**src/common/ulpb_config.svh**
```systemverilog
`ifndef ULPB_CONFIG_SVH
`define ULPB_CONFIG_SVH

// Idle to ring clock delay after a request
`define ULPB_START_CYCLES 6

// Clock edges run while the line is held at frame end
`define ULPB_RESET_CYCLES 4

// Frame fields
`define ULPB_ADDR_W 4
`define ULPB_DATA_W 8

// Own address of the receiving member
`define ULPB_RX_ADDR 4'h5

`endif
```
**src/common/ulpb_pkg.sv**
```systemverilog
`include "ulpb_config.svh"

package ulpb_pkg;

	typedef logic [`ULPB_ADDR_W-1:0] addr_t;
	typedef logic [`ULPB_DATA_W-1:0] data_t;

	typedef enum logic [3:0]
	{
		bus_idle,
		wait_for_start,
		enable_clk,
		arbi_res,
		drive1,
		latch1,
		drive2,
		latch2,
		bus_reset,
		bus_disable
	} med_state_t;

	typedef enum logic [1:0] {node_idle, node_frame, node_trailer} node_state_t;

	typedef logic [1:0] phase_t;	// Edge position within a round

endpackage

```
**src/mediator/ulpb_mediator.sv**
```systemverilog
`timescale 1ns/1ps
`include "ulpb_config.svh"

module ulpb_mediator
(
	input  logic CLK_IN,
	input  logic RESET,
	input  logic DIN,
	output logic DOUT,
	output logic CLK_OUT
);

	import ulpb_pkg::*;

	localparam int CNT_MAX = (`ULPB_START_CYCLES > `ULPB_RESET_CYCLES) ?
		`ULPB_START_CYCLES : `ULPB_RESET_CYCLES;
	localparam int CNT_W = $clog2(CNT_MAX);

	med_state_t state, next_state;
	logic clk_en, next_clk_en;
	logic ctrl_hold, next_ctrl_hold;
	logic reset_armed, next_reset_armed;
	logic [1:0] in_buf, next_in_buf;
	logic [CNT_W-1:0] cycle_cnt, next_cycle_cnt;
	logic sample_diff;

	assign sample_diff = in_buf[1] ^ in_buf[0];	// Mid-round level change
	assign CLK_OUT = CLK_IN | ~clk_en;	// Parked high while disabled
	assign DOUT = ctrl_hold ? 1'b1 : DIN;

	always_ff @(posedge CLK_IN or negedge RESET)
	begin
		if (!RESET)
		begin
			state <= bus_idle;
			clk_en <= 1'b0;
			ctrl_hold <= 1'b1;
			reset_armed <= 1'b0;
			in_buf <= 2'b00;
			cycle_cnt <= CNT_W'(`ULPB_START_CYCLES - 1);
		end
		else
		begin
			state <= next_state;
			clk_en <= next_clk_en;
			ctrl_hold <= next_ctrl_hold;
			reset_armed <= next_reset_armed;
			in_buf <= next_in_buf;
			cycle_cnt <= next_cycle_cnt;
		end
	end

	always_comb
	begin
		next_state = state;
		next_clk_en = clk_en;
		next_ctrl_hold = ctrl_hold;
		next_reset_armed = reset_armed;
		next_in_buf = in_buf;
		next_cycle_cnt = cycle_cnt;

		case (state)
			bus_idle:
			begin
				if (!DIN)
					next_state = wait_for_start;	// Member pulled the ring low
				next_cycle_cnt = CNT_W'(`ULPB_START_CYCLES - 1);
				next_reset_armed = 1'b0;
			end
			wait_for_start:
			begin
				if (cycle_cnt != '0)
					next_cycle_cnt = cycle_cnt - 1'b1;
				else
				begin
					next_state = enable_clk;
					next_clk_en = 1'b1;
				end
			end
			enable_clk:
				next_state = arbi_res;
			arbi_res:
			begin
				next_state = drive1;
				next_ctrl_hold = 1'b0;	// Open the ring
			end
			drive1:
			begin
				next_state = latch1;
				next_in_buf = {in_buf[0], DIN};
			end
			latch1:
				next_state = drive2;
			drive2:
			begin
				next_state = latch2;
				next_in_buf = {in_buf[0], DIN};
			end
			latch2:
			begin
				if (reset_armed)
				begin
					next_state = bus_reset;
					next_ctrl_hold = 1'b1;
				end
				else
				begin
					next_state = drive1;
					if (sample_diff)
						next_reset_armed = 1'b1;
				end
				next_cycle_cnt = CNT_W'(`ULPB_RESET_CYCLES - 1);
			end
			bus_reset:
			begin
				if (cycle_cnt != '0)
					next_cycle_cnt = cycle_cnt - 1'b1;
				else
				begin
					next_state = bus_disable;
					next_clk_en = 1'b0;	// Last ring clock edge
					next_cycle_cnt = CNT_W'(`ULPB_RESET_CYCLES - 1);
				end
			end
			bus_disable:
			begin
				if (cycle_cnt != '0)
					next_cycle_cnt = cycle_cnt - 1'b1;
				else
					next_state = bus_idle;
			end
			default:
				next_state = bus_idle;
		endcase
	end

endmodule

```
**config.mk**
```make
export PLATFORM = sky130hd
export DESIGN_NAME = ulpb_mediator
export DESIGN_NICKNAME = d
export VERILOG_FILES = /design/src/common/ulpb_pkg.sv /design/src/mediator/ulpb_mediator.sv
export VERILOG_INCLUDE_DIRS = /design/src /design/src/common
export SDC_FILE = /design/constraint.sdc
export NUM_CORES = 1
export LEC_CHECK = 0
export ABC_AREA = 1
export BUFFER_PORTS_ARGS = -buffer_cell sky130_fd_sc_hd__buf_2
export CAP_MARGIN = 15
export CORE_UTILIZATION = 36
export DETAILED_ROUTE_END_ITERATION = 6
export GPL_ROUTABILITY_DRIVEN = 0
export PLACE_DENSITY = 0.5
export SYNTH_ARGS = -nofsm -noshare
export SYNTH_HDL_FRONTEND = slang
export SYNTH_SLANG_ARGS = --single-unit
export TNS_END_PERCENT = 20
```
**constraint.sdc**
```tcl
create_clock -name CLK_IN -period 2.19 [get_ports CLK_IN]
set_input_delay 0.438 -clock CLK_IN [delete_from_list [all_inputs] [get_ports CLK_IN]]
set_output_delay 0.438 -clock CLK_IN [all_outputs]
set_load 0.005 [all_outputs]
```
==> results of run 1 <==
[registers in the layout, summed over array words and instances, names as in the netlist]
| name | cells |
|---|---|
| ctrl_hold | 1 |
| cycle_cnt | 3 |
| state | 4 |
| reset_armed | 1 |
| in_buf | 2 |
| clk_en | 1 |
[worst max-delay path: stages]
cell      delay [ps]
clkbuf_4         120
clkbuf_4         160
inv_1             50
nand2_1           40
buf_2            110
[logic make-up after synthesis]
kind of cell / Yosys count / synth area share, %
adder cells (fa/ha/maj): 2 / 3.61
AND/OR/NAND/NOR: 58 / 35.9
XOR/XNOR: 2 / 2.53
flip-flops: 12 / 43.9
AO/OA/AOI/OAI: 10 / 7.58
buffers and inverters: 12 / 6.50
[report_power, final]
| part | internal (mW) | switching, mW | total, mW | leakage [nW] |
|---|---|---|---|---|
| clock | 0.0810 | 0.0919 | 0.173 | 0.0302 |
| combinational | 0.209 | 0.339 | 0.548 | 0.246 |
| sequential | 0.343 | 0.107 | 0.450 | 0.142 |
[how the worst min path moves through the flow]
stage          startpoint            to  slack, ps  cells after the start
2_1_floorplan       RESET        clk_en        140                      0
3_3_place_gp        RESET      state[0]        340                      1
3_5_place_dp        RESET      state[0]        340                      1
4_1_cts             RESET      state[0]         30                      1
5_1_grt             RESET      state[0]         40                      1
6_report            RESET  cycle_cnt[1]         30                      1
[per-stage QoR]
stage	cell area [um2]	worst slack (ps)	utilization, %
4_1_cts	771	170	43.7
5_1_grt	771	134	43.7
3_5_place_dp	744	484	42.2
3_3_place_gp	744	484	42.2
6_report	771	176	43.7
2_1_floorplan	693	579	-
[area by class of cell]
cell class	instances	area [um2]	area share, %
Clock buffer	4	27.5	3.57
Clock inverter	2	7.51	0.974
Inverter	11	41.3	5.36
Multi-Input combinational cell	72	344	44.6
Sequential cell	12	304	39.4
Tap cell	25	31.3	4.06
Timing Repair Buffer	3	15.0	1.95
[routing by layer]
metal | wire length (um) | up-vias
met5 | 0 | -
met4 | 27 | 0
met3 | 66 | 4
met2 | 569 | 16
met1 | 630 | 259
li1 | - | 315
[cell usage in the layout, fill, tap and decap left out]
cell type  Yosys  layout
nand2_1       33      33
ha_1           2       2
o21ai_0        5       5
nand3_1        9       9
xnor2_1        1       1
buf_2          0       4
nor2_4         1       1
a21oi_1        2       2
xor2_1         1       1
nor2_2         2       2
inv_1          9      10
clkbuf_4       0       3
nor2_1        10      10
nand2_2        1       1
or2_2          1       1
o21a_1         1       1
dfrtp_1        9       9
and2_1         1       1
dfstp_2        3       3
o21ai_1        2       2
inv_2          3       3
==> flow_metrics.py, run 1 <==
metrics = {
    "clock_network": {
        "clockRootBuffer": "clkbuf_4",
        "cts_tree": "done",
        "hold_buffers": 0,
        "post-cts-setup-buffers": 0,
        "clockBufferDepth": 2,
        "cts_resized": 0,
        "h-tree-depth": 1,
        "clk_latency_ps": 270,
        "cts_buffers": 3,
        "clk_pin_slew_ps": 80,
    },
    "critical_path": {
        "r2r_setup_slack_ps": 790,
        "setup.worst_path.end_class": "primary output",
        "startpoint": "CLK_IN",
        "r2r-end": "cycle_cnt[2]",
        "cp_max_fo": 7,
        "r2r_cells": 9,
        "timing.critical_path.arrival_ps": 1580,
        "cp-endpoint": "CLK_OUT",
        "path_class": "clk2out",
        "cp-start-kind": "clock port",
        "r2r_start": "cycle_cnt[0]",
        "cp.required_ps": 1750,
    },
    "grt": {
        "use_met2_pct": 22.3,
        "grt_usage_pct": 15.1,
        "grt_pass1_wl_um": 2240,
        "antenna_found_initial": 0,
        "grt_max_degree": 13,
        "grt_pass1_vias": 518,
        "grt-ovfl-total": 0,
        "use_met3_pct": 3.57,
        "use_met1_pct": 20.5,
        "top_usage_layer": "met2",
    },
    "placement": {
        "dp_hpwl_um": 1010,
        "dp.cells": 125,
        "port_buffers": 4,
    },
    "floorplan": {
        "die_h_um": 45.9,
        "dieArea_mm2": 0.00210,
        "core_mm2": 0.00176,
        "die_w_um": 45.9,
        "start_util_pct": 39.3,
        "pin_count": 5,
        "num_rows": 15,
    },
    "synthesis": {
        "ys_seq_area_share_pct": 43.9,
        "synth.top_cell.area_share_pct": 32.5,
        "synth_seq_cells": 12,
        "synth.area.top_cells": "dfrtp_1 32%, nand2_1 18%, dfstp_2 11%",
        "yosysWarningCount": 0,
        "async_reset_ff_share_pct": 100,
        "yosysMostFrequentCell": "nand2_1",
        "yosys_most_used_dff": "dfrtp_1",
        "synth_area_um2": 693,
        "synth_cell_types": 19,
        "synth-edff-count": 0,
        "netlist_instances": 96,
        "yosysTopAreaCell": "dfrtp_1",
        "synth_fp_nets": 101,
        "ys_top_cells_by_count": "33 x nand2_1, 10 x nor2_1, 9 x dfrtp_1, 9 x inv_1, 9 x nand3_1",
        "avgSynthCellArea_um2": 7.22,
    },
    "sta": {
        "worst_pin_slew_ps": 320,
        "slew_viol_final": 0,
        "tns_ps": 0,
        "whs_ps": 31.3,
        "rsz0062_at_grt": "no",
        "hold_viol": 0,
        "skew_ps": 0.328,
        "max-slew-margin-rel_pct": 78.5,
        "setup_viol": 0,
    },
    "detailed_routing": {
        "ant_nets": 0,
        "dr.pass1.iters": 4,
        "wl_per_cell_um": 10.0,
        "wl_um": 1290,
        "drc": 0,
        "dr_total_vias": 594,
        "first_iter_violations": 9,
        "viasPerCell": 4.60,
    },
    "layout": {
        "stdcell_count": 129,
        "drive_gt1_share_pct": 17.3,
        "nets": 110,
        "area.growth.synth_to_final_pct": 11.2,
        "antenna_cells": 0,
        "fillers": 195,
    },
    "run": {
        "drv_cap": 0,
    },
    "pwr": {
        "power_density_mw_per_mm2": 1520,
        "peakVddDrop_mv": 0.661,
        "fin_total_pwr_mw": 1.17,
        "power.leakage_nw": 0.419,
    },
    "outcome": {
        "outcome": "complete, no violations",
    },
    "min_path": {
        "hold_class": "in2async",
    },
}
Power figures use the tool's default switching activity.
==> run 2: changes to the inputs <==
--- a/config.mk
+++ b/config.mk
@@ -9,6 +9,7 @@
 export ABC_AREA = 1
 export BUFFER_PORTS_ARGS = -buffer_cell sky130_fd_sc_hd__buf_2
 export CAP_MARGIN = 15
+export CORE_ASPECT_RATIO = 1.2
 export CORE_UTILIZATION = 36
 export DETAILED_ROUTE_END_ITERATION = 6
 export GPL_ROUTABILITY_DRIVEN = 0
==> run 2 against run 1 <==
Non-clock buffer count unchanged; critical path depth stayed put; worst setup slack got worse by 11 ps; largest cell class unchanged; sequential share of layout area is 0.39 points higher; power is 0.77% higher; clock-buffer cell count unchanged; critical path type unchanged; combinational power barely moved; sequential power hardly changed.
==> flow_metrics.py, run 2 (synthesized netlist as in run 1, its figures left out) <==
metrics = {
    "sta": {
        "slew_viol_final": 0,
        "whs_ps": 17.2,
        "hold_viol": 0,
        "max-slew-margin-rel_pct": 79.6,
        "tns_ps": 0,
        "setup_viol": 0,
        "worst_pin_slew_ps": 303,
        "skew_ps": 6.68,
        "rsz0062_at_grt": "no",
    },
    "layout": {
        "regMostFlops": "state",
        "ff_latch_area_um2": 304,
        "stdcell_count": 123,
        "top_regs": "state x4, cycle_cnt x3, in_buf x2",
        "nets": 110,
        "largest_register_ffs": 4,
        "layout_common_cells": "33 x nand2_1, 10 x inv_1, 10 x nor2_1",
        "area.growth.synth_to_final_pct": 10.1,
        "fillers": 191,
        "final_common_cell": "nand2_1",
        "multi_input_area_um2": 344,
        "antenna_cells": 0,
        "drive_gt1_share_pct": 17.3,
    },
    "critical_path": {
        "cp-endpoint": "CLK_OUT",
        "critical_path_cell_count": 5,
        "r2r-end": "cycle_cnt[2]",
        "r2r_setup_slack_ps": 780,
        "cp_slowest_stage_delay_ps": 160,
        "critPathBufInv": 4,
        "startpoint": "CLK_IN",
        "crit_path_top_delay_cell": "clkbuf_4",
        "path_class": "clk2out",
        "r2r_start": "cycle_cnt[0]",
        "timing.critical_path.arrival_ps": 1590,
        "cp_cell_sequence": "clkbuf_4 -> clkbuf_4 -> inv_1 -> nand2_1 -> buf_2",
        "cp-start-kind": "clock port",
        "cp.required_ps": 1750,
        "r2r_cells": 9,
        "setup.worst_path.end_class": "primary output",
        "path_common_cell": "clkbuf_4",
        "path_delay_family": "buffers and inverters",
        "cp_max_fo": 7,
    },
    "pwr": {
        "fin_total_pwr_mw": 1.18,
        "peakVddDrop_mv": 0.610,
        "power_density_mw_per_mm2": 1550,
        "power.leakage_nw": 0.419,
    },
    "floorplan": {
        "dieArea_mm2": 0.00211,
        "die_h_um": 50.1,
        "num_rows": 17,
        "pin_count": 5,
        "start_util_pct": 37.9,
        "die_w_um": 42.1,
        "core_mm2": 0.00183,
    },
    "clock_network": {
        "hold_buffers": 0,
        "clockBufferDepth": 2,
        "clk_latency_ps": 280,
        "post-cts-setup-buffers": 0,
        "clockRootBuffer": "clkbuf_4",
        "clk_pin_slew_ps": 90,
        "cts_tree": "done",
        "cts_buffers": 3,
        "h-tree-depth": 1,
        "cts_resized": 0,
    },
    "grt": {
        "grt_pass1_vias": 616,
        "grt_pass1_wl_um": 2440,
        "grt-ovfl-total": 0,
        "antenna_found_initial": 0,
        "grt_usage_pct": 16.0,
        "grt_max_degree": 13,
    },
    "detailed_routing": {
        "dr.pass1.iters": 4,
        "wl_per_cell_um": 11.0,
        "ant_nets": 0,
        "wl_um": 1350,
        "first_iter_violations": 14,
        "dr_total_vias": 585,
        "drc": 0,
        "viasPerCell": 4.76,
    },
    "placement": {
        "dp.cells": 119,
        "dp_hpwl_um": 1020,
        "port_buffers": 4,
    },
    "run": {
        "drv_cap": 0,
    },
    "outcome": {
        "outcome": "complete, no violations",
    },
    "min_path": {
        "hold_class": "in2async",
    },
}
==> run 2: cell counts in the layout (fill, tap and decap cells not counted) <==
No cell type changed its count.
==> run 2: layer usage <==
layer  routed length [um]  vias to the layer above  track usage, %  part of all wire, %
met4                   34                        0            12.0                  2.5
met5                    0                        -               0                    0
met1                  657                      258            18.9                   49
met3                   38                        4            4.40                  2.8
met2                  617                        8            24.5                   46
li1                     -                      315               -                    -
==> run 2: worst min path at each step <==
stage,slack (ps),start,to,cells past startpoint
2_1_floorplan,140,RESET,clk_en,0
3_3_place_gp,340,RESET,cycle_cnt[1],1
3_5_place_dp,340,RESET,cycle_cnt[1],1
4_1_cts,30,RESET,cycle_cnt[1],1
5_1_grt,30,RESET,cycle_cnt[1],1
6_report,20,RESET,clk_en,1
==> run 2: worst register-to-register path, cell delays in order (launching register included) <==
cell and delay [ps]:
dfstp_2 380, inv_1 90, ha_1 180, inv_1 40, nor2_1 120, nand3_1 130
o21ai_1 210, nand2_1 80, nand2_1 80, inv_1 40
==> run 2: cell type report <==
cell class | count | share of cell area (%)
clock buffer | 4 | 3.61
clock inverter | 2 | 0.984
timing repair buffer | 3 | 1.97
tap | 19 | 3.11
sequential | 12 | 39.8
inverter | 11 | 5.41
multi-input combinational | 72 | 45.1
==> run 2: power breakdown <==
group | switching [mW] | internal [mW] | total (mW)
logic | 0.342 | 0.210 | 0.551
registers | 0.107 | 0.343 | 0.450
clock network | 0.0974 | 0.0813 | 0.179
==> run 2: per-stage QoR <==
stage	area, um2	setup slack (ps)	util (%)
2_1_floorplan	693	579	-
5_1_grt	763	138	41.7
3_3_place_gp	737	484	40.3
6_report	763	165	41.7
3_5_place_dp	737	483	40.3
4_1_cts	763	159	41.7
