[src/common/ulpb_config.svh]
`ifndef ULPB_CONFIG_SVH
`define ULPB_CONFIG_SVH

// Idle to ring clock delay after a request
`define ULPB_START_CYCLES 6

// Clock edges run while the line is held at frame end
`define ULPB_RESET_CYCLES 4

// Frame fields
`define ULPB_ADDR_W 4
`define ULPB_DATA_W 8

// Own address of the receiving member
`define ULPB_RX_ADDR 4'h5

`endif
[src/common/ulpb_pkg.sv]
`include "ulpb_config.svh"

package ulpb_pkg;

	typedef logic [`ULPB_ADDR_W-1:0] addr_t;
	typedef logic [`ULPB_DATA_W-1:0] data_t;

	typedef enum logic [3:0]
	{
		bus_idle,
		wait_for_start,
		enable_clk,
		arbi_res,
		drive1,
		latch1,
		drive2,
		latch2,
		bus_reset,
		bus_disable
	} med_state_t;

	typedef enum logic [1:0] {node_idle, node_frame, node_trailer} node_state_t;

	typedef logic [1:0] phase_t;	// Edge position within a round

endpackage

[src/hdl/ulpb_tx_node.sv]
`timescale 1ns/1ps
`include "ulpb_config.svh"

module ulpb_tx_node
(
	input  logic            bus_clk,
	input  logic            RESET,
	input  logic            DIN,
	output logic            DOUT,
	input  logic            req,
	input  ulpb_pkg::addr_t tx_addr,
	input  ulpb_pkg::data_t tx_data,
	output logic            tx_done
);

	import ulpb_pkg::*;

	localparam int FRAME_W = `ULPB_ADDR_W + `ULPB_DATA_W;
	localparam int CNT_W = $clog2(FRAME_W + 2);
	// Edges from the mid-round toggle up to the last ring clock edge
	localparam int TRAIL_EDGES = 6 + `ULPB_RESET_CYCLES;
	localparam int TRAIL_W = $clog2(TRAIL_EDGES);

	node_state_t state;
	phase_t phase;
	logic [FRAME_W-1:0] shreg;
	logic [CNT_W-1:0] bit_cnt;
	logic [TRAIL_W-1:0] trail_cnt;
	logic line_q;
	logic round_start, mid_round, start_edge;

	assign round_start = (phase == 2'd3);
	assign mid_round = (phase == 2'd1);
	assign start_edge = (state == node_idle) && req;

	always_comb
	begin
		if (state != node_idle)
			DOUT = line_q;	// Own level breaks the ring loop
		else if (req)
			DOUT = 1'b0;
		else
			DOUT = DIN;
	end

	always_ff @(posedge bus_clk or negedge RESET)
	begin
		if (!RESET)
		begin
			state <= node_idle;
			phase <= 2'd3;
			bit_cnt <= '0;
			trail_cnt <= '0;
			line_q <= 1'b1;
			tx_done <= 1'b0;
		end
		else
		begin
			case (state)
				node_idle:
				begin
					if (req)	// Arbitration edge
					begin
						state <= node_frame;
						phase <= 2'd3;
						bit_cnt <= '0;
						line_q <= 1'b0;
						tx_done <= 1'b0;
					end
				end
				node_frame:
				begin
					phase <= phase + 2'd1;
					if (round_start)
					begin
						bit_cnt <= bit_cnt + 1'b1;
						if (bit_cnt < CNT_W'(FRAME_W))
							line_q <= shreg[FRAME_W-1];
					end
					else if (mid_round && bit_cnt == CNT_W'(FRAME_W + 1))
					begin
						line_q <= ~line_q;	// End of frame mark
						state <= node_trailer;
						trail_cnt <= TRAIL_W'(TRAIL_EDGES - 1);
					end
				end
				node_trailer:
				begin
					if (trail_cnt != '0)
						trail_cnt <= trail_cnt - 1'b1;
					else
					begin
						state <= node_idle;
						tx_done <= 1'b1;
					end
				end
				default:
					state <= node_idle;
			endcase
		end
	end

	always_ff @(posedge bus_clk)
	begin
		if (start_edge)
			shreg <= {tx_addr, tx_data};	// MSB first
		else if (state == node_frame && round_start)
			shreg <= {shreg[FRAME_W-2:0], 1'b0};
	end

endmodule

[config.mk]
export PLATFORM = sky130hd
export DESIGN_NAME = ulpb_tx_node
export DESIGN_NICKNAME = d
export VERILOG_FILES = /design/src/common/ulpb_pkg.sv /design/src/hdl/ulpb_tx_node.sv
export VERILOG_INCLUDE_DIRS = /design/src /design/src/common
export SDC_FILE = /design/constraint.sdc
export NUM_CORES = 1
export LEC_CHECK = 0
export ABC_AREA = 1
export BUFFER_PORTS_ARGS = -buffer_cell sky130_fd_sc_hd__buf_2
export CAP_MARGIN = 20
export CORE_MARGIN = 2
export CORE_UTILIZATION = 47
export CTS_CLUSTER_DIAMETER = 80
export DETAILED_ROUTE_END_ITERATION = 10
export PLACE_DENSITY = 0.75
export SETUP_SLACK_MARGIN = 0.2
export SLEW_MARGIN = 30
export SYNTH_ARGS = -nofsm -noshare
export SYNTH_HDL_FRONTEND = slang
export SYNTH_SLANG_ARGS = --single-unit
[constraint.sdc]
create_clock -name bus_clk -period 2.1 [get_ports bus_clk]
set_input_delay 0.42 -clock bus_clk [delete_from_list [all_inputs] [get_ports bus_clk]]
set_output_delay 0.42 -clock bus_clk [all_outputs]
set_load 0.1 [all_outputs]
==> out/metrics.cfg, run 1 <==
[route]
avgRoutedWirePerCell_um = 11.21
drt-initial-drc-count = 29
drc = 0
ant_nets = 0
via_per_inst = 4.911
firstDrtPassIters = 4
vias = 997
wirelength_um = 2275

[finish]
fin_nets = 195
area_growth_syn_to_layout_pct = 13.39
design_area_um2 = 1515
drive_gt1_share_pct = 22.67
fillers = 246
diodes = 0

[clocking]
clock-root-buffer = clkbuf_4
clockBufferDepth = 2
cts_max_level = 1
numCtsBuffers = 3
path_clk_slew_ns = 0.14
cts_tree = built
clock_sinks = 26
clk_latency_ns = 0.32

[synth]
ys_top_cells_by_count = nand2_1 (63), edfxtp_1 (12), dfrtp_1 (11), inv_1 (11), nand3_1 (11)
yosys.cell_count.top_type = nand2_1
avgSynthCellArea_um2 = 8.850
yosysSeqAreaShare_pct = 53.46
netlist_instances = 151
ys_top_cells_by_area = edfxtp_1 (27%), dfrtp_1 (21%), nand2_1 (18%), dfstp_2 (5.9%), ha_1 (5.6%)
ys.flop_type = edfxtp_1
yosysTopAreaCell = edfxtp_1
yosys_warnings = 0
synth_seq_cells = 26
syn_area_um2 = 1336
netlist-cell-type-count = 24
async_reset_ff_share_pct = 53.85
synth_edf_count = 12
syn-num-nets = 173
yosysTopAreaCellShare_pct = 26.97

[power_and_ir_drop]
p_total_uw = 822.5
ir_worst_vdd_uv = 395.5
p_leak_uw = 0.0007903
power_density_nw_per_um2 = 542.8

[setup_path]
critical_path_arrival_ns = 1.38
reg2regPathDepth = 5
path_max_fanout = 5
cp-end-kind = output pin
rrSetupSlack_ns = 0.42
rr_endpoint = shreg[4]
r2r-start = phase[0]
critPathLaunchType = flop
crit_type = reg2out
crit_required_ns = 1.68

[job]
maxCapViolations = 0

[grt]
grt_overflow = 0
antenna_found_initial = 0
grt_pass1_wl_um = 3891
grtUsageTotal_pct = 15.07
grt_pass1_vias = 981
grt_max_degree = 20

[floorplan]
start_util_pct = 48.88
die_w_um = 57.32
die_area_um2 = 3286
fp.coreArea_um2 = 2734
die_h_um = 57.32
ios = 18
row_count = 19

[timing]
hold_viol_final = 0
fmax_mhz = 556.3
skew_ns = 0.01009
rsz0062_at_grt = false
period_share_pct = 85.60
slew_headroom_pct = 68.15
tightest_slew_ns = 0.4811
hold_ws_ns = 0.3463
drv_slew = 0
fin_ws_ns = 0.3024
tns_ns = 0
setup_viol = 0
period_minus_slack_ns = 1.798

[worst_hold_path]
min_to = shreg[5]
hold_class = in2reg
hold_depth = 3
worstHoldStart = tx_data[5]

[placed_design]
dpl_cell_area_um2 = 1448
place_ws_ns = 0.2463
gp_congestion = 0.8451
dp_hpwl_um = 1691
port-buffer-count = 17

[run_status]
status = completed

## state kept, by name (all words and copies together) (netlist names)
name       cells
shreg         12
bit_cnt        4
trail_cnt      4
phase          2
state          2
line_q         1
tx_done        1
## report_power, final
group	total (uW)	internal [uW]	leakage (uW)	switching, uW
combinational	70.1	26.0	0.000487	44.2
clock	215	69.7	0.0000154	145
sequential	537	537	0.000288	0
total	822	633	0.000790	189
## cell usage in the layout, fill, tap and decap left out
master and count:
inv_1 11, buf_4 1, o21ai_2 1, o21ai_1 2
clkbuf_4 3, o22ai_1 1, nand3_1 11, o31ai_1 1
xor2_1 1, nor2_2 3, nor2_1 7, edfxtp_1 12
buf_12 1, ha_1 6, nor2_8 1, a22oi_1 1
dlygate4sd3_1 1, dfrtp_1 10, dfstp_2 3, a21oi_1 3
nand4_1 1, inv_2 4, o21ai_0 1, buf_2 16
nor2_4 2, or2_0 1, nand2_4 2, nand2_2 1
dfrtp_2 1, nand2_1 62, clkinv_1 1
## metrics by stage
| stage | std cells | util [%] |
|---|---|---|
| 2_1_floorplan | 151 | - |
| 3_3_place_gp | 197 | 52.95 |
| 3_5_place_dp | 197 | 52.95 |
| 4_1_cts | 202 | 54.69 |
| 5_1_grt | 203 | 55.42 |
| 6_report | 203 | 55.42 |
## metal layers
metal / share of wire [%] / GRT usage, % / up-vias
met5: 0 / 0 / -
met4: 0.26 / 4.651 / 0
met3: 3.6 / 3.628 / 2
met2: 50 / 27.09 / 21
met1: 46 / 17.75 / 452
li1: - / - / 522
## worst max-delay path: stages, from the launching register on
cell	delay (ns)
dfrtp_2	0.47
nor2_4	0.18
nand3_1	0.11
o21ai_2	0.10
buf_12	0.19
## final cells by class
type,instances,area (um^2),share of cell area (%)
multi-input cells,108,560.5,36.99
repair buffers,19,117.6,7.762
clock inverters,1,3.754,0.2477
clock buffers,3,22.52,1.486
well taps,31,38.79,2.560
inverters,15,56.30,3.716
flip-flops and latches,26,715.7,47.23
## how the worst max path moves through the flow
stage	slack (ns)	endpoint	start	cells after the start
final	0.30	DOUT	state[0]	4
after global routing	0.22	DOUT	state[0]	4
after CTS	0.23	shreg[4]	phase[0]	5
after detailed placement	0.25	shreg[4]	phase[0]	5
after global placement	0.29	shreg[3]	phase[0]	5
after floorplan	0.29	DOUT	line_q	2
## cells by family (layout without fill, tap and decap cells)
logic type      after synthesis  in the layout  synth area share, %
xor+xnor                      1              1               0.6556
flops                        26             26                53.46
buf+inv                      17             38                5.430
simple gates                 91             91                30.62
fa+ha+maj                     6              6                5.618
compound gates               10             10                4.214
## timing repair
action,in CTS,in global routing
buffers inserted,0,1
hold buffers,1,0
gates resized for setup,3,4
setup endpoints to repair,1,13
hold endpoints to repair,11,0
Note: power is estimated with default switching activity, not from simulation.
==> run 2: changes to the inputs <==
--- a/config.mk
+++ b/config.mk
@@ -6,14 +6,13 @@
 export SDC_FILE = /design/constraint.sdc
 export NUM_CORES = 1
 export LEC_CHECK = 0
-export ABC_AREA = 1
 export BUFFER_PORTS_ARGS = -buffer_cell sky130_fd_sc_hd__buf_2
 export CAP_MARGIN = 20
 export CORE_MARGIN = 2
-export CORE_UTILIZATION = 47
+export CORE_UTILIZATION = 43
 export CTS_CLUSTER_DIAMETER = 80
 export DETAILED_ROUTE_END_ITERATION = 10
-export PLACE_DENSITY = 0.75
+export PLACE_DENSITY = 0.7
 export SETUP_SLACK_MARGIN = 0.2
 export SLEW_MARGIN = 30
 export SYNTH_ARGS = -nofsm -noshare
==> out/metrics.cfg, run 2 <==
[synth]
syn_area_um2 = 1341  ; +0.37%
netlist_instances = 107  ; -29%
yosys.cell_count.top_type = edfxtp_1
synth_edf_count = 12  ; unchanged
async_reset_ff_share_pct = 53.85  ; unchanged
ys_top_cells_by_count = edfxtp_1 (12), dfrtp_1 (11), inv_1 (11)
yosys_warnings = 0  ; unchanged
ys.flop_type = edfxtp_1
yosysTopAreaCell = edfxtp_1
synth_seq_cells = 26  ; unchanged
syn-num-nets = 129  ; -25%
netlist-cell-type-count = 39  ; +63%
yosysTopAreaCellShare_pct = 26.87  ; -0.10 points
yosysSeqAreaShare_pct = 53.26  ; -0.20 points
ys_top_cells_by_area = edfxtp_1 (27%), dfrtp_1 (21%), mux2_4 (7.8%), dfstp_2 (5.9%), ha_1 (5.6%)
avgSynthCellArea_um2 = 12.54  ; +42%

[timing]
fmax_mhz = 530.8  ; -4.6%
setup_viol = 0  ; unchanged
rsz0062_at_grt = true
hold_viol_final = 0  ; unchanged
slew_headroom_pct = 68.14  ; about the same
tns_ns = 0  ; unchanged
period_minus_slack_ns = 1.884  ; +0.08652 ns
skew_ns = 0.003395  ; -0.006695 ns
fin_ws_ns = 0.2159  ; -0.08652 ns
tightest_slew_ns = 0.4769  ; -0.004177 ns
period_share_pct = 89.72  ; +4.1 points
hold_ws_ns = 0.3677  ; +0.02142 ns
drv_slew = 0  ; unchanged

[floorplan]
row_count = 20  ; +1
start_util_pct = 44.67  ; -4.2 points
die_area_um2 = 3582  ; +9.0%
die_w_um = 59.85  ; +4.4%
die_h_um = 59.85  ; +4.4%
ios = 18  ; unchanged
fp.coreArea_um2 = 3003  ; +9.8%

[finish]
largest_register_ffs = 12  ; unchanged
top_register = shreg
drive_gt1_share_pct = 33.59  ; +11 points
layout_commonest_cell = buf_2
area_growth_syn_to_layout_pct = 18.10
diodes = 0  ; unchanged
fin_nets = 154  ; -21%
fillers = 258  ; +4.9%
reg_top3 = shreg (12), bit_cnt (4), trail_cnt (4)
layout_common_cells = buf_2 (16), edfxtp_1 (12), inv_1 (11), dfrtp_1 (11), mux2_4 (7)

[clocking]
numCtsBuffers = 3  ; unchanged
clock_sinks = 26  ; unchanged
clk_latency_ns = 0.32  ; about the same
clock-root-buffer = clkbuf_4
clockBufferDepth = 2  ; unchanged
cts_tree = built
path_clk_slew_ns = 0.14  ; about the same
cts_max_level = 1  ; unchanged

[run_status]
status = completed

[setup_path]
crit_type = reg2out
path_max_fanout = 3  ; -2
slowest_delay_ns = 0.42  ; -0.05 ns
critical_path_arrival_ns = 1.46  ; +0.08 ns
crit_required_ns = 1.68  ; about the same
critPathLaunchType = flop
cp-end-kind = output pin
path_cells = buf_6 -> o41ai_4 -> buf_12
slowest_stage = dfrtp_1

[grt]
antenna_found_initial = 0  ; unchanged
grt_pass1_wl_um = 3898  ; +0.18%
grt_max_degree = 16  ; -20%
grt_overflow = 0  ; unchanged
grtUsageTotal_pct = 14.21  ; -0.86 points
grt_pass1_vias = 891  ; -9.2%

[worst_hold_path]
hold_class = in2reg

[placed_design]
place_ws_ns = 0.3339  ; +0.08764 ns
gp_congestion = 0.7361  ; -13%
dp_hpwl_um = 1741  ; +3.0%
port-buffer-count = 17  ; unchanged

[route]
drc = 0  ; unchanged
wirelength_um = 2378  ; +4.5%
avgRoutedWirePerCell_um = 14.50  ; +29%
vias = 914  ; -8.3%
via_per_inst = 5.573  ; +13%
firstDrtPassIters = 4  ; unchanged
drt-initial-drc-count = 26  ; -10%
ant_nets = 0  ; unchanged

[power_and_ir_drop]
power_density_nw_per_um2 = 1552  ; +190%
p_leak_uw = 0.0007298  ; -7.7%
ir_worst_vdd_uv = 486.5  ; +23%

[job]
maxCapViolations = 0  ; unchanged

## run 2: cells by family after synthesis
group,after synthesis,synth area share [%]
buf+inv,15,6.157
compound gates,21,10.82
flops,26,53.27
simple gates,27,12.31
xor+xnor,1,0.6531
fa+ha+maj,6,5.597
mux,11,11.19
## run 2: final timing paths
check                            from           end  slack, ns  cells after the start
max in group asynchronous       RESET        line_q       1.30                      2
min in group asynchronous       RESET  trail_cnt[1]       0.51                      2
max reg2reg                  phase[0]     shreg[10]       0.31                      4
max                          state[0]          DOUT       0.22                      3
min reg2reg                  phase[0]      phase[0]       0.52                      2
min                        tx_data[0]      shreg[0]       0.37                      2
## run 2: power by group
part,internal [uW],switching [uW]
clock,193,152
sequential,860,119
combinational,531,604
total,1580,875
## run 2: through the flow
| stage | cell area [um^2] | cells | total power [uW] | utilization [%] |
|---|---|---|---|---|
| 2_1_floorplan | 1366 | 107 | 1773 | - |
| 3_3_place_gp | 1510 | 158 | 2048 | 50.29 |
| 3_5_place_dp | 1510 | 158 | 2096 | 50.29 |
| 4_1_cts | 1584 | 164 | 2465 | 52.75 |
| 5_1_grt | 1584 | 164 | 2590 | 52.75 |
| 6_report | 1584 | 164 | 2459 | 52.75 |
## run 2: layout make-up
type | count | area [um^2] | share of cell area [%]
clock buffer | 3 | 22.52 | 1.422
clock inverter | 1 | 30.03 | 1.896
inverter | 11 | 41.29 | 2.607
multi-input combinational | 66 | 563.0 | 35.55
sequential | 26 | 714.4 | 45.10
tap | 33 | 41.29 | 2.607
timing repair buffer | 24 | 171.4 | 10.82
## run 2: critical path: cells and delay by family (launching register included)
family                 cells  cell delay (ns)
flip-flops                 1             0.42
buffers and inverters      2             0.35
AO/OA/AOI/OAI              1             0.38
## run 2: layer usage
| layer | share of wire [%] | vias to the layer above | track usage, % |
|---|---|---|---|
| met5 | 0 | - | 0 |
| met3 | 4.1 | 2 | 2.814 |
| met2 | 48 | 22 | 23.60 |
| met4 | 0.42 | 0 | 4.444 |
| met1 | 47 | 449 | 18.60 |
| li1 | - | 441 | - |
## run 2: what timing repair did
action,4_1_cts,5_1_grt
hold buffers,1,0
resized for setup,2,0
gates cloned,0,0
endpoints found under the setup margin,1,1
setup buffers,1,0
pin swaps,1,0
endpoints found under the hold margin,11,0
