$ cat src/common/ulpb_config.svh
`ifndef ULPB_CONFIG_SVH
`define ULPB_CONFIG_SVH

// Idle to ring clock delay after a request
`define ULPB_START_CYCLES 6

// Clock edges run while the line is held at frame end
`define ULPB_RESET_CYCLES 4

// Frame fields
`define ULPB_ADDR_W 4
`define ULPB_DATA_W 8

// Own address of the receiving member
`define ULPB_RX_ADDR 4'h5

`endif
$ cat src/common/ulpb_pkg.sv
`include "ulpb_config.svh"

package ulpb_pkg;

	typedef logic [`ULPB_ADDR_W-1:0] addr_t;
	typedef logic [`ULPB_DATA_W-1:0] data_t;

	typedef enum logic [3:0]
	{
		bus_idle,
		wait_for_start,
		enable_clk,
		arbi_res,
		drive1,
		latch1,
		drive2,
		latch2,
		bus_reset,
		bus_disable
	} med_state_t;

	typedef enum logic [1:0] {node_idle, node_frame, node_trailer} node_state_t;

	typedef logic [1:0] phase_t;	// Edge position within a round

endpackage

$ cat src/hdl/ulpb_rx_node.sv
`timescale 1ns/1ps
`include "ulpb_config.svh"

module ulpb_rx_node
(
	input  logic            bus_clk,
	input  logic            RESET,
	input  logic            DIN,
	output logic            DOUT,
	output logic            rx_valid,
	output ulpb_pkg::data_t rx_data
);

	import ulpb_pkg::*;

	localparam int FRAME_W = `ULPB_ADDR_W + `ULPB_DATA_W;
	localparam int CNT_W = $clog2(FRAME_W + 2);
	// Edges from the end decision up to the last ring clock edge
	localparam int TRAIL_EDGES = 5 + `ULPB_RESET_CYCLES;
	localparam int TRAIL_W = $clog2(TRAIL_EDGES);

	node_state_t state;
	phase_t phase;
	logic first_q;
	logic [FRAME_W-1:0] frame_q;
	logic [CNT_W-1:0] bit_cnt;
	logic [TRAIL_W-1:0] trail_cnt;
	logic sample1, sample2, frame_end, frame_ok;

	assign DOUT = DIN;

	assign sample1 = (state == node_frame) && (phase == 2'd0);	// r+1
	assign sample2 = (state == node_frame) && (phase == 2'd2);	// r+3
	assign frame_end = sample2 && (first_q != DIN);
	assign frame_ok = (bit_cnt == CNT_W'(FRAME_W)) &&
		(frame_q[FRAME_W-1 -: `ULPB_ADDR_W] == addr_t'(`ULPB_RX_ADDR));

	always_ff @(posedge bus_clk or negedge RESET)
	begin
		if (!RESET)
		begin
			state <= node_idle;
			phase <= 2'd3;
			bit_cnt <= '0;
			trail_cnt <= '0;
			rx_valid <= 1'b0;
			rx_data <= '0;
		end
		else
		begin
			case (state)
				node_idle:
				begin
					state <= node_frame;	// First ring edge is arbitration
					phase <= 2'd3;
					bit_cnt <= '0;
					rx_valid <= 1'b0;
				end
				node_frame:
				begin
					phase <= phase + 2'd1;
					if (frame_end)
					begin
						if (frame_ok)
						begin
							rx_valid <= 1'b1;
							rx_data <= frame_q[`ULPB_DATA_W-1:0];
						end
						state <= node_trailer;
						trail_cnt <= TRAIL_W'(TRAIL_EDGES - 1);
					end
					else if (sample2 && bit_cnt != CNT_W'(FRAME_W + 1))
						bit_cnt <= bit_cnt + 1'b1;	// Saturates on long frames
				end
				node_trailer:
				begin
					if (trail_cnt != '0)
						trail_cnt <= trail_cnt - 1'b1;
					else
						state <= node_idle;
				end
				default:
					state <= node_idle;
			endcase
		end
	end

	always_ff @(posedge bus_clk)
	begin
		if (sample1)
			first_q <= DIN;
		if (sample2 && first_q == DIN)
			frame_q <= {frame_q[FRAME_W-2:0], DIN};
	end

endmodule

$ cat config.mk
export PLATFORM = sky130hd
export DESIGN_NAME = ulpb_rx_node
export DESIGN_NICKNAME = d
export VERILOG_FILES = /design/src/common/ulpb_pkg.sv /design/src/hdl/ulpb_rx_node.sv
export VERILOG_INCLUDE_DIRS = /design/src /design/src/common
export SDC_FILE = /design/constraint.sdc
export NUM_CORES = 1
export LEC_CHECK = 0
export BUFFER_PORTS_ARGS = -buffer_cell sky130_fd_sc_hd__buf_2
export CAP_MARGIN = 20
export CORE_MARGIN = 4
export CORE_UTILIZATION = 25
export CTS_CLUSTER_DIAMETER = 40
export DETAILED_ROUTE_END_ITERATION = 10
export GPL_TIMING_DRIVEN = 0
export PLACE_DENSITY = 0.45
export SYNTH_ARGS = -nofsm -noshare
export SYNTH_HDL_FRONTEND = slang
export SYNTH_SLANG_ARGS = --single-unit
$ cat constraint.sdc
create_clock -name bus_clk -period 3.98 [get_ports bus_clk]
set_input_delay 0.199 -clock bus_clk [delete_from_list [all_inputs] [get_ports bus_clk]]
set_output_delay 0.199 -clock bus_clk [all_outputs]
set_load 0.01 [all_outputs]
==> results of run 1 <==
[Yosys cell counts (2+ instances only)]
library cell | count | share of area
o2bb2ai_1 | 2 | 0.012
edfxtp_1 | 13 | 0.27
nand2_1 | 2 | 0.0052
nor2_1 | 4 | 0.010
nand2b_1 | 2 | 0.0086
dfrtp_1 | 19 | 0.33
a21oi_1 | 2 | 0.0069
a31oi_1 | 2 | 0.0086
mux2i_1 | 2 | 0.014
ha_1 | 6 | 0.052
nor3_1 | 4 | 0.014
inv_1 | 8 | 0.021
nand4_1 | 2 | 0.0086
dfstp_2 | 2 | 0.036
xor2_1 | 2 | 0.012
and3_1 | 2 | 0.0086
mux2_4 | 8 | 0.083
[cells by family (layout without fill, tap and decap cells)]
group           Yosys count  after routing
flops                    34             34
simple gates             24             24
compound gates           14             14
buf+inv                  11             32
mux                      10             10
fa+ha+maj                 6              6
xor+xnor                  3              3
[how the worst min path moves through the flow]
| stage | to | slack (ps) | cells after the start |
|---|---|---|---|
| detailed placement | rx_data[7] | 210 | 1 |
| CTS | first_q | 190 | 1 |
| finish | first_q | 190 | 1 |
| floorplan | bit_cnt[0] | -100 | 0 |
| global placement | rx_data[7] | 200 | 1 |
| global route | first_q | 200 | 1 |
[state kept, by name, indices dropped and copies added, names as in the netlist]
name	count
trail_cnt	4
rx_data	8
phase	2
frame_q	12
first_q	1
state	2
bit_cnt	4
rx_valid	1
[power breakdown]
| group | leakage, nW | internal (W) | switching, W |
|---|---|---|---|
| clock | 0.0450 | 0.000121 | 0.000122 |
| sequential | 0.393 | 0.000456 | 0.0000527 |
| combinational | 0.328 | 0.000102 | 0.000144 |
| total | 0.766 | 0.000680 | 0.000319 |
[metal layers]
| layer | share of wire | routed length (um) |
|---|---|---|
| met4 | 0.018 | 48 |
| met5 | 0 | 0 |
| met3 | 0.053 | 141 |
| met1 | 0.48 | 1270 |
| met2 | 0.45 | 1190 |
[through the flow]
step	setup WS [ps]	instance area, um2	std cells	total power, W	utilization
after floorplan	2230	1460	102	0.000689	-
after global placement	2100	1610	186	0.000748	0.288
after detailed placement	2100	1610	186	0.000766	0.288
after CTS	2050	1700	195	0.00102	0.305
after global routing	1980	1700	195	0.00107	0.305
final	2070	1700	195	0.000998	0.305
[area by class of cell]
| type | instances | share of cell area |
|---|---|---|
| repair buffers | 13 | 0.0413 |
| plain buffers | 3 | 0.0133 |
| well taps | 72 | 0.0531 |
| clock inverters | 2 | 0.00590 |
| multi-input cells | 57 | 0.285 |
| clock buffers | 6 | 0.0427 |
| inverters | 8 | 0.0177 |
| flip-flops and latches | 34 | 0.541 |
[repair_timing]
| action | 4_1_cts | 5_1_grt |
|---|---|---|
| endpoints found under the hold margin | 19 | 0 |
| hold buffers | 1 | 0 |
| setup buffers | 0 | 0 |
==> metrics.cfg, run 1 <==
[critical_path]
reg2reg_to=rx_data[0]
timing.rr.start=bit_cnt[0]
path_buf_inv=2
critPathLaunch=bit_cnt[0]
crit_slowest_cell=dfrtp_1
crit_path_max_fanout=9
start_kind=flip-flop
required_ps=4150
path_class=reg -> reg
arrival_ps=2070
crit_chain=inv_1 -> ha_1 -> and4bb_1 -> nand4_1 -> or3_1 -> buf_6 -> mux2_4
reg2regPathDepth=7
critical_path.max_stage_delay_ps=430
path_depth=7
cp-end-kind=flip-flop
regToRegSetupSlack_ps=2070
critical_path.top_delay_family=simple AND/OR/NAND/NOR gates
crit_end=rx_data[0]

[placed_design]
hpwl_um=1780
numPortBuffers=12
place_congestion=0.754

[yosys]
synth_fa_ha_area_frac=0.0516
synth_edf_count=13
synth_top_family_by_area=multiplexers
ys_seq_area_frac=0.631
synth_compound_area_frac=0.0714
synth_xor_area_frac=0.0181
yosys_register_bits=34
synthArstFlopShare=0.618
synth_cells=102
ys_types=37
yosysWarnings=0
synth_mux_area_frac=0.0963
yosys.area_share.simple=0.0954
synth.avg_cell_area_um2=14.3
synth_area_mm2=0.00146
syn_nets=111
synthFlopType=dfrtp_1

[sta]
maxSlewViolCount=0
rsz0062_at_grt=no
slew_headroom=0.624
hold_viol_final=0
fin_skew_ps=5.64
fmax_mhz=525
tightest_slew_ps=564
hold_ws_ps=189
period_needed_ps=1910
setup_tns_ps=0
post-route-period-util=0.479
setup_violations=0

[finish]
multiInputGateArea_um2=484
final_nets=131
nFillCells=569
n_antenna_cell=0
seqCellArea_um2=918
layout-drive-gt1-share=0.260
final_common_cell=dfrtp_1
final_cell_mix=19 x dfrtp_1, 13 x edfxtp_1, 12 x buf_2
syn2layout_area_growth_pct=16.7

[grt]
grt_pass1_wl_um=4550
grt_pass1_vias=934
grt_util_met3=0.0343
grt_max_degree=22
busiest_layer=met2
grtUsageMet2=0.125
grt_overflow_total=0
antenna_found_initial=0
use_met1=0.106
grt_usage=0.0840

[routing]
dr.pass1.iters=4
drt-initial-drc-count=43
viasPerCell=4.34
wl_um=2640
vias=847
postRouteAntennaNets=0
drc=0
wire_per_inst_um=13.5

[cts]
cts_resized=0
clk_path_buf_depth=2
clock_latency_ps=280
cts_tree=done
htree_num_levels=2
cts_made_buffers=5
numClockSinks=34
clkTransAtPathRegs_ps=70
root_buffer=clkbuf_8

[die]
die-height_um=84.3
num_io_pins=13
initial_core_util=0.261
die_area_mm2=0.00710
core_area_mm2=0.00557
rows=27
die_w_um=84.3

[status]
status=finished clean

[worst_hold_path]
hp-start=DIN
hp-class=in -> reg

[pwr]
power_density_mw_per_mm2=588
vdd_drop_max_uv=184
p_leak_nw=0.766

[flow_run]
max_cap_viol_count=0

Note: power is estimated with default switching activity, not from simulation.
==> run 2, diff against run 1 <==
Settings changed: ABC_AREA set to 1.
Clock period 3.98 ns to 2 ns, I/O delays scaled along.
==> run 2 against run 1 <==
Net effect: flip-flop and latch count stayed put; final cell count up 24%; clock power grew 100%; utilization decreased by 0.29 points; first-iteration DRC count rose by 7.0%; synthesized cell count is 43% higher; wire length up 11%; clock skew up 2.0 ps; sequential power is 110% higher.
==> metrics.cfg, run 2 <==
[cts]
cts_tree=done
htree_num_levels=2  ; unchanged
cts_made_buffers=5  ; unchanged
clkTransAtPathRegs_ps=70  ; about the same
numClockSinks=34  ; unchanged
cts_setup_buffers=0  ; unchanged
clock_latency_ps=290  ; about the same
root_buffer=clkbuf_8
clk_path_buf_depth=2  ; unchanged

[critical_path]
arrival_ps=1680  ; -390 ps
reg2regPathDepth=3  ; -4
path_class=reg -> reg
cp-end-kind=flip-flop
critPathLaunch=phase[1]
regToRegSetupSlack_ps=240  ; -1840 ps
timing.rr.start=phase[1]
crit_path_max_fanout=12  ; +3
start_kind=flip-flop
crit_end=frame_q[10]
required_ps=1920  ; -2230 ps
reg2reg_to=frame_q[10]

[finish]
top_register=frame_q
final_common_cell=nand2_1
largest_reg_flops=12  ; unchanged
final_nets=175  ; +34%
nFillCells=619  ; +8.8%
final_cell_mix=37 x nand2_1, 19 x nand3_1, 19 x dfrtp_1
reg_top3=frame_q (12), rx_data (8)
n_antenna_cell=0  ; unchanged
syn2layout_area_growth_pct=16.3
layout-drive-gt1-share=0.216  ; -0.0446
fin_util=0.302  ; -0.00292

[yosys]
synth_common_cells=37 x nand2_1, 19 x dfrtp_1, 19 x nand3_1
synth_fa_ha_area_frac=0.0486  ; -0.00301
synth.most_common_cell=nand2_1
synth.avg_cell_area_um2=10.6  ; -26%
synthArstFlopShare=0.618  ; unchanged
synth_compound_area_frac=0.0316  ; -0.0398
ys_seq_area_frac=0.594  ; -0.0368
yosys_register_bits=34  ; unchanged
synth_cells=146  ; +43%
synthFlopType=dfrtp_1
synth_top_area_frac=0.308  ; -0.0190
synth_xor_area_frac=0.0113  ; -0.00672
synth_top_area_cell=dfrtp_1
synth_area_leaders=dfrtp_1 31%, edfxtp_1 25%, nand2_1 9.0%
yosys.area_share.simple=0.264  ; +0.169
yosysWarnings=0  ; unchanged
synth_edf_count=13  ; unchanged
ys_types=25  ; -32%
synth_top_family_by_area=simple AND/OR/NAND/NOR gates
synth_mux_area_frac=0  ; -0.0963
synth_area_mm2=0.00155  ; +6.2%
syn_nets=155  ; +40%

[die]
die_w_um=86.6  ; +2.8%
rows=28  ; +3.7%
die-height_um=86.6  ; +2.8%
num_io_pins=13  ; unchanged
die_area_mm2=0.00750  ; +5.6%
core_area_mm2=0.00596  ; +6.8%
initial_core_util=0.259  ; -0.00160

[routing]
dr.pass1.iters=6  ; +2
drt-initial-drc-count=46  ; +7.0%
vias=1040  ; +23%
wl_um=2930  ; +11%
postRouteAntennaNets=0  ; unchanged
wire_per_inst_um=12.1  ; -11%
viasPerCell=4.30  ; -1.1%
drc=0  ; unchanged

[worst_hold_path]
whs_path_depth=1  ; unchanged
hp-class=in -> reg

[grt]
grt_overflow_total=0  ; unchanged
grt_max_degree=22  ; unchanged
grt_usage=0.0881  ; +0.00407
grt_pass1_wl_um=5040  ; +11%
grt_pass1_vias=1072  ; +15%
antenna_found_initial=0  ; unchanged

[sta]
tightest_slew_ps=609  ; +45.0 ps
slew_headroom=0.594  ; -0.0305
setup_violations=0  ; unchanged
rsz0062_at_grt=no
hold_viol_final=0  ; unchanged
setup_ws_ps=240  ; -1840 ps
fin_skew_ps=7.62  ; +1.98 ps
post-route-period-util=0.880  ; +0.402
hold_ws_ps=99.6  ; -89.8 ps
fmax_mhz=568  ; +8.2%
maxSlewViolCount=0  ; unchanged
period_needed_ps=1760  ; -145 ps

[status]
status=finished clean

[placed_design]
numPortBuffers=12  ; unchanged
place_congestion=0.724  ; -4.0%
pre_cts_ws_ps=-63.9  ; -2160 ps
hpwl_um=2130  ; +19%

[pwr]
vdd_drop_max_uv=551  ; +200%
p_leak_nw=0.869  ; +13%
power_density_mw_per_mm2=1310  ; +120%

[flow_run]
max_cap_viol_count=0  ; unchanged

[run 2: changes by cell type after synthesis, moves of 4 or more]
| cell | delta |
|---|---|
| nand2_1 | +35 |
| nand3_1 | +18 |
| inv_1 | +8 |
| mux2_4 | -8 |
| nor2_1 | +5 |
| nand2_2 | +4 |
| nor3_1 | -4 |
[run 2: cell type report]
| class | instances | area, um2 | area share |
|---|---|---|---|
| plain buffers | 1 | 7.51 | 0.00418 |
| clock buffers | 5 | 68.8 | 0.0383 |
| clock inverters | 3 | 16.3 | 0.00905 |
| inverters | 18 | 70.1 | 0.0390 |
| multi-input cells | 93 | 552 | 0.307 |
| flip-flops and latches | 34 | 918 | 0.511 |
| well taps | 75 | 93.8 | 0.0522 |
| repair buffers | 13 | 70.1 | 0.0390 |
[run 2: critical path, stage by stage, from the launching register on]
cell     delay (ps)
dfstp_2         530
ha_1            210
nand3_4         130
nor2_2          520
[run 2: cell families (layout without fill, tap and decap cells)]
kind of cell	after synthesis	count (layout)
AND/OR/NAND/NOR	78	78
flip-flops	34	34
buffers and inverters	19	40
AO/OA/AOI/OAI	7	7
adder cells (fa/ha/maj)	6	6
XOR/XNOR	2	2
[run 2: worst min path at each step]
stage                       to  startpoint  slack [ps]
floorplan           bit_cnt[0]       RESET        -200
global placement    rx_data[7]       RESET          90
detailed placement  rx_data[7]       RESET         110
CTS                    first_q         DIN         100
global route           first_q         DIN          90
finish                 first_q         DIN         100
[run 2: metrics by stage]
| step | instance area (um2) | power (W) | std cells | setup TNS (ps) |
|---|---|---|---|---|
| finish | 1800 | 0.00236 | 242 | 0 |
| global route | 1800 | 0.00255 | 242 | 0 |
| CTS | 1800 | 0.00240 | 242 | 0 |
| detailed placement | 1700 | 0.00189 | 233 | -764 |
| global placement | 1700 | 0.00182 | 233 | -324 |
| floorplan | 1550 | 0.00168 | 146 | 0 |
[run 2: power breakdown]
part	internal (W)	switching (W)	leakage, nW
combinational	0.000269	0.000505	0.432
clock	0.000238	0.000259	0.0416
sequential	0.000944	0.000146	0.395
total	0.00145	0.000910	0.869
[run 2: what timing repair did]
item / CTS / global route
endpoints found under the setup margin: 12 / 0
hold endpoints to repair: 19 / 0
hold buffers: 1 / 0
gates resized for setup: 1 / 0
[run 2: routing by layer]
| layer | GRT usage | vias up | part of all wire |
|---|---|---|---|
| li1 | - | 513 | - |
| met1 | 0.112 | 505 | 0.48 |
| met2 | 0.137 | 18 | 0.45 |
| met3 | 0.0418 | 4 | 0.054 |
| met4 | 0.0184 | 0 | 0.014 |
| met5 | 0 | - | 0 |
==> run 3, diff against run 2 <==
--- a/config.mk
+++ b/config.mk
@@ -11,9 +11,9 @@
 export CAP_MARGIN = 20
 export CORE_MARGIN = 4
-export CORE_UTILIZATION = 25
+export CORE_UTILIZATION = 30
 export CTS_CLUSTER_DIAMETER = 40
 export DETAILED_ROUTE_END_ITERATION = 10
 export GPL_TIMING_DRIVEN = 0
-export PLACE_DENSITY = 0.45
+export PLACE_DENSITY = 0.51
 export SYNTH_ARGS = -nofsm -noshare
 export SYNTH_HDL_FRONTEND = slang
==> constraint.sdc (replaced) <==
create_clock -name bus_clk -period 2 [get_ports bus_clk]
set_input_delay 0.2 -clock bus_clk [delete_from_list [all_inputs] [get_ports bus_clk]]
set_output_delay 0.2 -clock bus_clk [all_outputs]
set_load 0.01 [all_outputs]
==> run 3 against run 2 <==
Net effect: utilization up 6.6 points; final cell count fell by 3.3%; global-route usage is 0.58 points higher; sequential power about the same; combinational power is 1% lower; register-to-register slack gained 20 ps; die area shrank 15%; clock skew hardly changed; first-iteration DRC count up 41%; non-clock buffer count unchanged; wire length is 11% lower; sequential share of layout area grew 0.36 points; critical endpoint is now frame_q[5].
==> metrics.cfg, run 3 (synthesized netlist as in run 2, its figures left out) <==
[status]
status=finished clean

[die]
initial_core_util=0.319  ; +0.0593
die-height_um=79.8  ; -7.9%
num_io_pins=13  ; unchanged
die_area_mm2=0.00636  ; -15%
core_area_mm2=0.00485  ; -19%
rows=25  ; -11%
die_w_um=79.8  ; -7.9%

[pwr]
vdd_drop_max_uv=683  ; +24%
p_leak_nw=0.872  ; +0.39%
power_density_mw_per_mm2=1300  ; -0.86%
total_power_w=0.00233  ; -1.6%

[cts]
cts_made_buffers=5  ; unchanged
numClockSinks=34  ; unchanged
root_buffer=clkbuf_8
cts_tree=done
htree_num_levels=2  ; unchanged
clk_path_buf_depth=2  ; unchanged
clock_latency_ps=280  ; about the same
clkTransAtPathRegs_ps=70  ; about the same
cts_setup_buffers=0  ; unchanged

[critical_path]
crit_slowest_cell=dfstp_2
cp-end-kind=flip-flop
start_kind=flip-flop
path_class=reg -> reg
critical_path.max_stage_delay_ps=530  ; about the same
critical_path.top_delay_family=simple AND/OR/NAND/NOR gates
crit_path_max_fanout=12  ; unchanged
path_buf_inv=0  ; unchanged
required_ps=1920  ; about the same
crit_chain=ha_1 -> nand3_4 -> nor2_2
arrival_ps=1660  ; -20 ps

[sta]
maxSlewViolCount=0  ; unchanged
rsz0062_at_grt=no
hold_ws_ps=177  ; +77.8 ps
tightest_slew_ps=600  ; -8.58 ps
slew_headroom=0.600  ; +0.00573
post-route-period-util=0.870  ; -0.0106
period_needed_ps=1740  ; -21.1 ps
fin_skew_ps=7.27  ; -0.353 ps
fmax_mhz=575  ; +1.2%
hold_viol_final=0  ; unchanged
setup_violations=0  ; unchanged

[worst_hold_path]
hp-class=in -> reg

[routing]
postRouteAntennaNets=0  ; unchanged
drt-initial-drc-count=65  ; +41%
dr.pass1.iters=4  ; -2
drc=0  ; unchanged
vias=1016  ; -2.3%
wire_per_inst_um=11.2  ; -7.5%
wl_um=2620  ; -11%
viasPerCell=4.34  ; +1.0%

[flow_run]
max_cap_viol_count=0  ; unchanged

[placed_design]
place_congestion=0.743  ; +2.7%
hpwl_um=1940  ; -8.8%
dp.cells=225  ; -3.4%
numPortBuffers=12  ; unchanged

[grt]
busiest_layer=met2
grt_pass1_vias=1005  ; -6.3%
grt_usage=0.0939  ; +0.00581
antenna_found_initial=0  ; unchanged
grt_pass1_wl_um=4510  ; -11%
grt_util_met3=0.0339  ; -0.00797
use_met1=0.106  ; -0.00544
grt_overflow_total=0  ; unchanged
grt_max_degree=22  ; unchanged
grtUsageMet2=0.156  ; +0.0191

[finish]
reg_top3=frame_q (12), rx_data (8)
largest_reg_flops=12  ; unchanged
top_register=frame_q
nFillCells=500  ; -19%
layout.cells.non_filler=234  ; -3.3%
final_cell_mix=37 x nand2_1, 19 x nand3_1, 19 x dfrtp_1
final_nets=175  ; unchanged
fin_util=0.368  ; +0.0663
final_common_cell=nand2_1
layout-drive-gt1-share=0.216  ; unchanged
n_antenna_cell=0  ; unchanged
syn2layout_area_growth_pct=15.5

[run 3: report_power, final]
group | leakage (nW) | internal (W) | switching (W)
Sequential | 0.395 | 0.000944 | 0.000137
Combinational | 0.432 | 0.000271 | 0.000495
Clock | 0.0450 | 0.000241 | 0.000238
[run 3: worst paths after layout]
path	end	slack [ps]	cells past startpoint	start
setup / recovery	frame_q[5]	260	3	phase[1]
hold / removal	frame_q[0]	180	1	DIN
setup reg to reg	frame_q[5]	260	3	phase[1]
hold reg to reg	frame_q[4]	450	0	frame_q[3]
max in group asynchronous	phase[0]	1240	2	RESET
min in group asynchronous	rx_valid	400	2	RESET
[run 3: repair_timing]
action                                  4_1_cts  5_1_grt
endpoints found under the hold margin        19        0
resized for setup                             1        0
endpoints found under the setup margin       12        0
hold buffers                                  1        0
[run 3: layout make-up]
class,count,area (um2),area share
sequential,34,918,0.515
multi-input combinational,93,552,0.309
tap,67,83.8,0.0470
clock buffer,6,72.6,0.0407
timing repair buffer,13,70.1,0.0393
inverter,18,70.1,0.0393
clock inverter,2,10.0,0.00561
buffer,1,7.51,0.00421
[run 3: layer usage]
layer	up-vias	share of wire
li1	512	-
met1	476	0.46
met2	21	0.47
met3	7	0.051
met4	0	0.020
met5	-	0
[run 3: worst register-to-register path: cells and delay by family, from the launching register on]
kind                       cells  cell delay (ps)
DFF                            1              530
adders and majority gates      1              200
and+or+nand+nor                2              640
[run 3: through the flow]
stage	instance area, um2	setup WS [ps]	TNS [ps]
floorplan	1550	219	0
global placement	1690	-29.7	-351
detailed placement	1690	-75.8	-904
CTS	1780	222	0
global route	1780	141	0
finish	1780	261	0
